==> config.mk <==
export PLATFORM = sky130hd
export DESIGN_NAME = mpu
export DESIGN_NICKNAME = d
export VERILOG_FILES = /design/src/hdl/tpu_pkg.sv /design/src/hdl/mpu_pkg.sv /design/src/hdl/thread_mem.sv /design/src/hdl/map_man.sv /design/src/hdl/issue_ctrl.sv /design/src/hdl/commit_track.sv /design/src/hdl/dispatch.sv /design/src/hdl/mpu.sv
export SDC_FILE = /design/constraint.sdc
export NUM_CORES = 2
export LEC_CHECK = 0
export ABC_AREA = 1
export BUFFER_PORTS_ARGS = -buffer_cell sky130_fd_sc_hd__buf_2
export CORE_ASPECT_RATIO = 0.7
export CORE_MARGIN = 2
export CORE_UTILIZATION = 65
export CTS_BUF_LIST = sky130_fd_sc_hd__clkbuf_4
export DETAILED_ROUTE_END_ITERATION = 8
export HOLD_SLACK_MARGIN = 0.03
export PLACE_DENSITY = 0.8
export SYNTH_ARGS = -nofsm -noshare
export SYNTH_HDL_FRONTEND = slang
export SYNTH_SLANG_ARGS = --single-unit
==> constraint.sdc <==
create_clock -name clock -period 7.9 [get_ports clock]
set_clock_uncertainty 0.2 [all_clocks]
set_input_delay 2.37 -clock clock [delete_from_list [all_inputs] [get_ports clock]]
set_output_delay 2.37 -clock clock [all_outputs]
set_load 0.02 [all_outputs]
==> src/hdl/tpu_pkg.sv <==
// TPU-side types for a fixed 2 by 2 grid; one enable bit per TPU, no per-TPU back-pressure
package tpu_pkg;

	////////////////////////////////////////
	// Grid size
	////////////////////////////////////////
	localparam int NUM_ROW		= 2;
	localparam int NUM_CLM		= 2;
	localparam int NUM_TPU		= NUM_ROW * NUM_CLM;

	localparam int WIDTH_INSTR	= 32;

	////////////////////////////////////////
	// Types
	////////////////////////////////////////
	typedef logic [WIDTH_INSTR-1:0]	instr_t;			// One instruction word
	typedef logic [NUM_TPU-1:0]		tpu_row_clm_t;		// Bit per TPU, row major

endpackage

==> src/hdl/mpu_pkg.sv <==
// Management-unit sizes are fixed here; thread memory is append-only and is never reclaimed
package mpu_pkg;
	import tpu_pkg::*;

	////////////////////////////////////////
	// Sizes
	////////////////////////////////////////
	localparam int THREAD_MEM_DEPTH	= 64;
	localparam int NUM_THREADS		= 8;
	localparam int NUM_ISSUE		= 4;

	localparam int WIDTH_T_ADDR		= $clog2(THREAD_MEM_DEPTH);
	localparam int WIDTH_LENGTH		= WIDTH_T_ADDR + 1;		// Room for a full-memory length
	localparam int WIDTH_ID			= $clog2(NUM_THREADS);
	localparam int WIDTH_ISSUE		= $clog2(NUM_ISSUE);

	////////////////////////////////////////
	// Types
	////////////////////////////////////////
	typedef logic [WIDTH_T_ADDR-1:0]	t_address_t;
	typedef logic [WIDTH_LENGTH-1:0]	t_length_t;
	typedef logic [WIDTH_ID-1:0]		id_t;
	typedef logic [WIDTH_ISSUE-1:0]		mpu_issue_no_t;		// Wraps around

	typedef struct packed {
		t_address_t	base;
		t_length_t	length;			// Zero for a thread never stored
	} lookup_t;

	typedef struct packed {
		id_t		id;
		logic		last;			// Closes the thread
		instr_t		instr;
	} mpu_store_t;

	typedef struct packed {
		logic		busy;
		logic		mem_full;		// Sticky
		logic		commit_full;
		logic		commit_err;		// Sticky
	} mpu_stat_t;

endpackage

==> src/hdl/thread_mem.sv <==
// Words of one thread must arrive back to back; once full, every later store is dropped
module thread_mem
	import mpu_pkg::*;
	import tpu_pkg::*;
(
	input	logic			clock,
	input	logic			arst_n,
	input	logic			store_req,
	input	mpu_store_t		store_data,
	input	t_address_t		rd_addr,
	output	instr_t			rd_instr,
	output	logic			thread_done,
	output	id_t			done_id,
	output	lookup_t		done_info,
	output	logic			mem_full
);

	instr_t			mem [THREAD_MEM_DEPTH];
	t_length_t		wr_ptr;			// Next free word, equals depth when full
	t_address_t		start;			// Base of the thread being stored
	logic			full;
	logic			wr_en;

	assign full		= (wr_ptr == t_length_t'(THREAD_MEM_DEPTH));
	assign wr_en	= store_req && !full;

	////////////////////////////////////////
	// Write pointer and flags
	////////////////////////////////////////
	always_ff @(posedge clock or negedge arst_n) begin
		if (!arst_n) begin
			wr_ptr		<= '0;
			start		<= '0;
			thread_done	<= 1'b0;
			mem_full	<= 1'b0;
		end else begin
			thread_done <= wr_en && store_data.last;
			if (wr_en) begin
				wr_ptr <= wr_ptr + 1'b1;
				if (store_data.last) begin
					start <= t_address_t'(wr_ptr + 1'b1);	// Next thread starts here
				end
			end
			if (store_req && full) begin
				mem_full <= 1'b1;		// Held until reset
			end
		end
	end

	////////////////////////////////////////
	// Storage and read port
	////////////////////////////////////////
	always_ff @(posedge clock) begin
		if (wr_en) begin
			mem[t_address_t'(wr_ptr)] <= store_data.instr;
		end
		if (wr_en && store_data.last) begin
			done_id				<= store_data.id;
			done_info.base		<= start;
			done_info.length	<= wr_ptr - t_length_t'(start) + 1'b1;	// Includes last word
		end
		rd_instr <= mem[rd_addr];		// One cycle of latency
	end

endmodule

==> src/hdl/map_man.sv <==
// Entries are overwritten when an id is stored again; a store in the lookup cycle is forwarded
module map_man
	import mpu_pkg::*;
(
	input	logic			clock,
	input	logic			arst_n,
	input	logic			thread_done,
	input	id_t			done_id,
	input	lookup_t		done_info,
	input	id_t			lookup_id,
	output	lookup_t		lookup_info
);

	lookup_t		map_tbl [NUM_THREADS];
	logic			fwd;

	// New entry for the id being looked up
	assign fwd = thread_done && (done_id == lookup_id);

	////////////////////////////////////////
	// Thread table
	////////////////////////////////////////
	always_ff @(posedge clock or negedge arst_n) begin
		if (!arst_n) begin
			for (int i = 0; i < NUM_THREADS; i++) begin
				map_tbl[i] <= '0;		// Length 0 marks an empty id
			end
		end else if (thread_done) begin
			map_tbl[done_id] <= done_info;
		end
	end

	////////////////////////////////////////
	// Registered lookup
	////////////////////////////////////////
	always_ff @(posedge clock or negedge arst_n) begin
		if (!arst_n) begin
			lookup_info <= '0;
		end else if (fwd) begin
			lookup_info <= done_info;
		end else begin
			lookup_info <= map_tbl[lookup_id];
		end
	end

endmodule

==> src/hdl/issue_ctrl.sv <==
// Holds one launch at a time; launches that arrive while busy are ignored, not queued
module issue_ctrl
	import mpu_pkg::*;
	import tpu_pkg::*;
(
	input	logic			clock,
	input	logic			arst_n,
	input	logic			launch_req,
	input	id_t			launch_id,
	input	tpu_row_clm_t	launch_mask,
	input	logic			commit_full,
	input	logic			dispatch_done,
	output	logic			issue_req,
	output	id_t			issue_id,
	output	mpu_issue_no_t	issue_no,
	output	tpu_row_clm_t	issue_mask,
	output	logic			busy
);

	typedef enum logic [1:0] {ST_IDLE, ST_PEND, ST_DISP} state_t;

	state_t			state;
	mpu_issue_no_t	next_no;		// Number for the next issue
	logic			accept;

	assign accept		= launch_req && (state == ST_IDLE);
	assign busy			= (state != ST_IDLE);
	assign issue_req	= (state == ST_PEND) && !commit_full;	// Held while window full
	assign issue_no		= next_no;

	always_ff @(posedge clock or negedge arst_n) begin
		if (!arst_n) begin
			state		<= ST_IDLE;
			next_no		<= '0;
			issue_id	<= '0;
			issue_mask	<= '0;
		end else begin
			if (accept) begin
				issue_id	<= launch_id;
				issue_mask	<= launch_mask;
			end
			case (state)
				ST_IDLE:	if (accept) state <= ST_PEND;
				ST_PEND:	if (issue_req) begin
								state	<= ST_DISP;
								next_no	<= next_no + 1'b1;
							end
				ST_DISP:	if (dispatch_done) state <= ST_IDLE;
				default:	state <= ST_IDLE;
			endcase
		end
	end

endmodule

==> src/hdl/commit_track.sv <==
// A number is free again only after its commit; commits of free numbers only raise the error
module commit_track
	import mpu_pkg::*;
(
	input	logic			clock,
	input	logic			arst_n,
	input	logic			issue_req,
	input	mpu_issue_no_t	issue_no,
	input	logic			commit_req,
	input	mpu_issue_no_t	commit_no,
	output	logic			commit_full,
	output	logic			commit_err
);

	logic [NUM_ISSUE-1:0]	inflight;		// Bit per issue number
	logic [NUM_ISSUE-1:0]	set_mask;
	logic [NUM_ISSUE-1:0]	clr_mask;
	logic					commit_ok;

	assign commit_ok	= commit_req && inflight[commit_no];
	assign commit_full	= &inflight;

	////////////////////////////////////////
	// One-hot updates
	////////////////////////////////////////
	always_comb begin
		set_mask = '0;
		clr_mask = '0;
		if (issue_req) begin
			set_mask[issue_no] = 1'b1;
		end
		if (commit_ok) begin
			clr_mask[commit_no] = 1'b1;
		end
	end

	always_ff @(posedge clock or negedge arst_n) begin
		if (!arst_n) begin
			inflight	<= '0;
			commit_err	<= 1'b0;
		end else begin
			inflight <= (inflight | set_mask) & ~clr_mask;	// Issue and commit may coincide
			if (commit_req && !inflight[commit_no]) begin
				commit_err <= 1'b1;
			end
		end
	end

endmodule

==> src/hdl/dispatch.sv <==
// Streams one instruction per cycle with no stall; the TPUs must take every word
module dispatch
	import mpu_pkg::*;
	import tpu_pkg::*;
(
	input	logic			clock,
	input	logic			arst_n,
	input	logic			issue_req,
	input	id_t			issue_id,
	input	mpu_issue_no_t	issue_no,
	input	tpu_row_clm_t	issue_mask,
	output	id_t			lookup_id,
	input	lookup_t		lookup_info,
	output	t_address_t		rd_addr,
	input	instr_t			rd_instr,
	output	logic			instr_valid,
	output	instr_t			instr,
	output	mpu_issue_no_t	issue_no_out,
	output	tpu_row_clm_t	tpu_en,
	output	logic			dispatch_done
);

	typedef enum logic [1:0] {PH_IDLE, PH_LOOKUP, PH_STREAM} phase_t;

	phase_t			phase;
	t_length_t		remain;			// Reads still to issue
	t_address_t		addr_q;
	logic			valid_d;		// Tracks memory latency
	mpu_issue_no_t	no_q;
	tpu_row_clm_t	mask_q;

	assign lookup_id	= issue_id;
	assign rd_addr		= (phase == PH_LOOKUP) ? lookup_info.base : addr_q;
	assign instr_valid	= valid_d;
	assign instr		= rd_instr;
	assign issue_no_out	= no_q;
	assign tpu_en		= valid_d ? mask_q : '0;

	always_ff @(posedge clock or negedge arst_n) begin
		if (!arst_n) begin
			phase			<= PH_IDLE;
			remain			<= '0;
			addr_q			<= '0;
			valid_d			<= 1'b0;
			no_q			<= '0;
			mask_q			<= '0;
			dispatch_done	<= 1'b0;
		end else begin
			dispatch_done <= 1'b0;
			case (phase)
				PH_IDLE: if (issue_req) begin
					no_q	<= issue_no;
					mask_q	<= issue_mask;
					phase	<= PH_LOOKUP;
				end
				PH_LOOKUP: if (lookup_info.length == '0) begin
					dispatch_done	<= 1'b1;		// Nothing to stream
					phase			<= PH_IDLE;
				end else begin
					valid_d	<= 1'b1;			// First read goes out this cycle
					addr_q	<= lookup_info.base + 1'b1;
					remain	<= lookup_info.length - 1'b1;
					phase	<= PH_STREAM;
				end
				PH_STREAM: if (remain != '0) begin
					addr_q	<= addr_q + 1'b1;
					remain	<= remain - 1'b1;
				end else begin
					valid_d			<= 1'b0;		// Last word is on the stream now
					dispatch_done	<= 1'b1;
					phase			<= PH_IDLE;
				end
				default: phase <= PH_IDLE;
			endcase
		end
	end

endmodule

==> src/hdl/mpu.sv <==
// Top level; stores and launches use plain strobes and the TPU stream has no back-pressure
module mpu
	import mpu_pkg::*;
	import tpu_pkg::*;
(
	input	logic			clock,
	input	logic			arst_n,
	input	logic			store_req,
	input	mpu_store_t		store_data,
	input	logic			launch_req,
	input	id_t			launch_id,
	input	tpu_row_clm_t	launch_mask,
	input	logic			commit_req,
	input	mpu_issue_no_t	commit_no,
	output	logic			instr_valid,
	output	instr_t			instr,
	output	mpu_issue_no_t	issue_no,
	output	logic			tpu_req,
	output	tpu_row_clm_t	tpu_en,
	output	mpu_stat_t		status
);

	t_address_t		rd_addr;
	instr_t			rd_instr;
	logic			thread_done;
	id_t			done_id;
	lookup_t		done_info;
	id_t			lookup_id;
	lookup_t		lookup_info;
	logic			iss_req;
	id_t			iss_id;
	mpu_issue_no_t	iss_no;
	tpu_row_clm_t	iss_mask;
	logic			busy;
	logic			mem_full;
	logic			commit_full;
	logic			commit_err;
	logic			dispatch_done;

	assign tpu_req	= |tpu_en;		// Any TPU enabled
	assign status	= '{busy: busy, mem_full: mem_full, commit_full: commit_full,
						commit_err: commit_err};

	thread_mem u_thread_mem (.clock(clock), .arst_n(arst_n), .store_req(store_req),
		.store_data(store_data), .rd_addr(rd_addr), .rd_instr(rd_instr),
		.thread_done(thread_done), .done_id(done_id), .done_info(done_info), .mem_full(mem_full));

	map_man u_map_man (.clock(clock), .arst_n(arst_n), .thread_done(thread_done),
		.done_id(done_id), .done_info(done_info), .lookup_id(lookup_id), .lookup_info(lookup_info));

	issue_ctrl u_issue_ctrl (.clock(clock), .arst_n(arst_n), .launch_req(launch_req),
		.launch_id(launch_id), .launch_mask(launch_mask), .commit_full(commit_full),
		.dispatch_done(dispatch_done), .issue_req(iss_req), .issue_id(iss_id),
		.issue_no(iss_no), .issue_mask(iss_mask), .busy(busy));

	commit_track u_commit_track (.clock(clock), .arst_n(arst_n), .issue_req(iss_req),
		.issue_no(iss_no), .commit_req(commit_req), .commit_no(commit_no),
		.commit_full(commit_full), .commit_err(commit_err));

	dispatch u_dispatch (.clock(clock), .arst_n(arst_n), .issue_req(iss_req), .issue_id(iss_id),
		.issue_no(iss_no), .issue_mask(iss_mask), .lookup_id(lookup_id),
		.lookup_info(lookup_info), .rd_addr(rd_addr), .rd_instr(rd_instr),
		.instr_valid(instr_valid), .instr(instr), .issue_no_out(issue_no), .tpu_en(tpu_en),
		.dispatch_done(dispatch_done));

endmodule

==> results.md <==
Global routing:
- The first-pass GRT wire length is 398 mm.
- The via count of the first global-routing pass is 69748.
- Entering global routing, the biggest net connects 200 pins.
- The total global-route track usage is 0.340.
- The number of antenna violations at the first check in global routing was 17.
- Summed over all layers, the global routing overflow is 0.

Layout:
- The total area of multi-input combinational cells is 22200 µm².
- The area occupied by registers is 66900 µm².
- In the final layout, the share of cells above drive strength 1 is 0.110.
- Compared with the post-synthesis result, the final layout area differs by 9.27%.
- Fill cells in the final layout number 10000.
- After the last flow step, the layout net total stands at 9953.

Synthesis:
- Dividing the synthesized area by the synthesized cell count gives 10.2 µm².
- For this run, the register share of the synthesized area comes to 0.679.
- The number of nets produced by synthesis is 9694.
- In the synthesized netlist, the number of instances is 9621.
- The count of state elements after synthesis is 2267.
- The number of different library cells used by synthesis comes to 37.
- The netlist area before placement is 98500 µm².
- The count of warnings emitted by yosys is 0.

CTS:
- In this run, CTS created clock tree buffers numbering 549.
- The post-CTS setup buffer count is 0.
- The maximum clock insertion buffer count is 4.
- The later pin in the worst-skew pair is clocked with a latency of 1.38 ns.
- The number of hold buffers added after cts is 0.
- The count of H-tree levels built during CTS is 6.
- CTS saw 2267 sinks.
- TritonCTS built the clock tree.
- The clock tree root driver cell is sky130_fd_sc_hd__clkbuf_4.
- The post-cts repair resize count is 0.
- After clock tree synthesis, the clock-pin slew on the worst setup and hold paths is 0.07 ns.

Power and ir drop:
- The share of total power consumed by net switching is 0.425.
- The sequential cell fraction of total power is 0.356.
- The largest voltage drop on the vdd net is 0.701 mV.
- The share of total power dissipated in the clock network is 0.239.
- The internal portion of the total power is 23.0 mW.
- In this run the static leakage power is 46.7 nW.
- The relative contribution of combinational cells to total power is 0.405.
- The overall power is 40.0 mW.
- Summed over all nets, the switching power comes to 17.0 mW.
- Dividing total power by cell area gives a power density of 372 nW/µm².

Floorplan:
- The total die area is 155000 µm².
- During I/O placement, the number of pins put on the boundary was 94.
- The initial utilization of the core area, before any placement, comes to 0.655.
- The initialized floorplan defines 119 standard-cell rows.
- The chip width is 469 µm.
- The overall die height is 330 µm.
- The standard cell core area is 150000 µm².

Critical path:
- In this design, the stage delay of the slowest critical-path cell is 0.79 ns.
- Data on the critical path arrives at its endpoint at 6.20 ns.
- The maximum fanout encountered on the critical timing path is 112.
- The number of buffers and inverters on the critical path is 3.
- STA classifies the critical path startpoint as a flip-flop.
- The cell repeated most along the worst path is sky130_fd_sc_hd__nand3_1.
- The kind of end point of the critical path is a flip-flop.
- The source of the critical timing path is u_dispatch.phase[1]$_DFFE_PN0P_.
- At the worst endpoint, the required time is 9.00 ns.
- The slowest stage of the critical path is the sky130_fd_sc_hd__ha_1 cell.
- The gate family responsible for the most delay along the worst path is simple AND/OR/NAND/NOR gates.
- The setup path with the least slack is of type flip-flop to flip-flop.
- The worst flop-to-flop path startpoint is u_dispatch.phase[1]$_DFFE_PN0P_.
- The signal on the critical path passes through inv_1 > ha_1 > inv_1 > nand2_4 > nand2_8 > buf_12 > nand2_1 > nand3_1 > nand3_1 > nand3_1 > nand3_1 > nand3_1 > nand2_1.

Detailed routing:
- For this run, the detailed router's first-pass iteration total came to 9.
- The routed design has 265 mm of wire.
- In the final routed layout, each cell accounts on average for 21.6 µm.
- The number of design rule violations left after detail routing is 0.
- After detailed routing, the number of vias per cell comes to 5.85.
- The number of vias after detailed routing is 71625.
- The number of nets with antenna violations after routing is 0.
- The starting DRC count in detailed routing is 11131.

Placed design:
- Summed over all nets, the half-perimeter wirelength after detailed placement is 142 mm.
- The final weighted congestion in routability-driven placement is 0.903.
- Input and output buffers added on the ports amount to 93.

STA:
- The fraction of the cycle the final worst path needs is 0.645.
- The relative max-transition margin is 0.122.
- The number of endpoints with negative hold slack in the final report came to 0.
- After routing, the total negative slack on setup checks comes to 0 ns.
- The number of setup violations in the final report is 0.
- The top achievable clock speed is 0.196 GHz.
- The worst-margin pin slew is 1.32 ns.
- Setup repair after global routing left no endpoint under its margin.
- The count of final max-slew check failures was 0.
- Counting I/O delays and the setup requirement, the final critical path takes 5.10 ns.

Worst hold path:
- The tightest min-delay check is of the flip-flop to flip-flop type.
- The startpoint of the worst hold path is u_dispatch.dispatch_done$_DFF_PN0_.

Run status:
- The run finished with clean final reports.

Flow run:
- Max-cap violations in this run came to 0.
[state kept, by name, summed over array words and instances (netlist names), 2 cells and up]
signal / cells
u_issue_ctrl.issue_mask: 4
u_dispatch.remain: 7
u_map_man.lookup_info: 13
u_thread_mem.start: 6
u_issue_ctrl.issue_id: 3
u_dispatch.phase: 2
u_thread_mem.wr_ptr: 7
u_thread_mem.done_info: 13
u_thread_mem.mem: 2048
u_dispatch.issue_no_out: 2
u_map_man.map_tbl: 104
u_issue_ctrl.state: 2
u_issue_ctrl.issue_no: 2
u_thread_mem.done_id: 3
u_thread_mem.rd_instr: 32
u_dispatch.mask_q: 4
u_dispatch.addr_q: 6
u_commit_track.inflight: 4
[cells in the final DEF (no fill, tap or decap), types with 4 or more instances in the layout]
cell type and count:
sky130_fd_sc_hd__a21oi_1 24, sky130_fd_sc_hd__buf_12 25, sky130_fd_sc_hd__buf_2 92, sky130_fd_sc_hd__buf_4 103, sky130_fd_sc_hd__bufinv_16 13, sky130_fd_sc_hd__clkbuf_4 782, sky130_fd_sc_hd__clkinv_1 76, sky130_fd_sc_hd__clkinv_2 5
sky130_fd_sc_hd__dfrtp_1 171, sky130_fd_sc_hd__dfxtp_1 32, sky130_fd_sc_hd__diode_2 17, sky130_fd_sc_hd__edfxtp_1 2064, sky130_fd_sc_hd__ha_1 22, sky130_fd_sc_hd__inv_1 1989, sky130_fd_sc_hd__inv_2 27, sky130_fd_sc_hd__nand2_1 2194
sky130_fd_sc_hd__nand3_1 2144, sky130_fd_sc_hd__nand4_1 4, sky130_fd_sc_hd__nor2_1 100, sky130_fd_sc_hd__nor2_4 59, sky130_fd_sc_hd__nor3_1 7, sky130_fd_sc_hd__o21ai_0 205, sky130_fd_sc_hd__o21ai_4 5, sky130_fd_sc_hd__o221ai_1 24
sky130_fd_sc_hd__o22ai_1 4, sky130_fd_sc_hd__xnor2_1 6, sky130_fd_sc_hd__xor2_1 15
[final cells by class]
type | instances | share of cell area
sequential | 2267 | 0.622
multi-input combinational | 4841 | 0.207
inverter | 2000 | 0.0699
clock buffer | 782 | 0.0545
tap | 1996 | 0.0232
timing repair buffer | 221 | 0.0162
clock inverter | 117 | 0.00751
antenna | 17 | 0.000395
[power by group through the flow]
stage	Clock [mW]	Sequential (mW)	Combinational [mW]
2_1_floorplan	0	14.5	10.1
3_3_place_gp	0	14.4	15.1
3_5_place_dp	0	14.5	15.5
4_1_cts	9.62	14.2	15.6
5_1_grt	10.2	14.3	17.3
6_report	9.56	14.2	16.2
[metal layers]
| layer | track usage | share of wire | vias to the layer above | wire [µm] |
|---|---|---|---|---|
| met5 | 0 | 0.00032 | - | 86 |
| met4 | 0.172 | 0.047 | 6 | 12300 |
| met3 | 0.0989 | 0.15 | 793 | 38600 |
| met2 | 0.516 | 0.45 | 5344 | 118000 |
| met1 | 0.455 | 0.36 | 33418 | 95800 |
| li1 | - | - | 32064 | - |
[cell families (layout without fill, tap and decap cells)]
logic type,Yosys count,count (layout),synth area share
compound gates,276,276,0.0156
xor+xnor,21,21,0.00187
fa+ha+maj,23,23,0.00300
buf+inv,2513,3120,0.100
flops,2267,2267,0.679
mux,1,1,0.000102
other cells,0,17,0
simple gates,4520,4520,0.200
[through the flow]
| stage | cells | worst slack [ns] | hold WS (ns) | util | instance area (µm²) |
|---|---|---|---|---|---|
| floorplan | 9621 | 2.44 | 0.210 | - | 98500 |
| global placement | 11325 | 2.16 | 0.222 | 0.671 | 101000 |
| detailed placement | 11325 | 1.98 | 0.237 | 0.671 | 101000 |
| CTS | 12224 | 2.99 | 0.236 | 0.715 | 108000 |
| global route | 12236 | 2.62 | 0.263 | 0.716 | 108000 |
| finish | 12241 | 2.80 | 0.232 | 0.716 | 108000 |
[path summary, 6_finish.rpt]
path / endpoint / slack, ns / depth (start not counted)
worst max-delay path: u_thread_mem.rd_instr[29]$_DFF_P_ / 2.80 / 13
min in group asynchronous: u_thread_mem.mem_full$_DFFE_PN0P_ / 0.91 / 1
worst min register to register: u_issue_ctrl.state[1]$_DFFE_PN0P_ / 0.23 / 1
max in group asynchronous: u_dispatch.mask_q[2]$_DFFE_PN0P_ / 5.02 / 2
worst min-delay path: u_issue_ctrl.state[1]$_DFFE_PN0P_ / 0.23 / 1
worst max register to register: u_thread_mem.rd_instr[29]$_DFF_P_ / 2.80 / 13
[synth_stat cells]
master / n / area share
sky130_fd_sc_hd__o21ai_0: 207 / 0.011
sky130_fd_sc_hd__o21ai_4: 1 / 0.00017
sky130_fd_sc_hd__a211oi_1: 1 / 0.000076
sky130_fd_sc_hd__o221ai_1: 24 / 0.0021
sky130_fd_sc_hd__xnor2_1: 6 / 0.00053
sky130_fd_sc_hd__fa_1: 1 / 0.00020
sky130_fd_sc_hd__o31ai_1: 3 / 0.00023
sky130_fd_sc_hd__buf_4: 11 / 0.00084
sky130_fd_sc_hd__a21oi_1: 24 / 0.0012
sky130_fd_sc_hd__edfxtp_1: 2064 / 0.63
sky130_fd_sc_hd__dfxtp_1: 32 / 0.0065
sky130_fd_sc_hd__mux2i_1: 1 / 0.00010
sky130_fd_sc_hd__nor4_1: 3 / 0.00019
sky130_fd_sc_hd__o22ai_1: 4 / 0.00025
sky130_fd_sc_hd__nand3_1: 2144 / 0.11
sky130_fd_sc_hd__nor2_4: 1 / 0.00011
sky130_fd_sc_hd__nand3b_1: 1 / 0.000076
sky130_fd_sc_hd__nand4_1: 4 / 0.00025
sky130_fd_sc_hd__o21bai_1: 2 / 0.00015
sky130_fd_sc_hd__o21ai_1: 1 / 0.000051
sky130_fd_sc_hd__o211ai_1: 3 / 0.00023
sky130_fd_sc_hd__ha_1: 22 / 0.0028
sky130_fd_sc_hd__nand2_1: 2197 / 0.084
sky130_fd_sc_hd__nand2_2: 2 / 0.00013
sky130_fd_sc_hd__nor3_1: 10 / 0.00051
sky130_fd_sc_hd__o2111ai_1: 2 / 0.00018
sky130_fd_sc_hd__o21ai_2: 1 / 0.000089
sky130_fd_sc_hd__inv_1: 1995 / 0.076
sky130_fd_sc_hd__buf_1: 32 / 0.0012
sky130_fd_sc_hd__inv_2: 2 / 0.000076
sky130_fd_sc_hd__nor2_1: 158 / 0.0060
sky130_fd_sc_hd__clkinv_1: 3 / 0.00011
sky130_fd_sc_hd__dfrtp_1: 171 / 0.043
sky130_fd_sc_hd__clkbuf_1: 146 / 0.0056
sky130_fd_sc_hd__buf_2: 324 / 0.016
sky130_fd_sc_hd__xor2_1: 15 / 0.0013
sky130_fd_sc_hd__a31o_2: 3 / 0.00027
No activity file was read; power rests on OpenSTA's default activity.
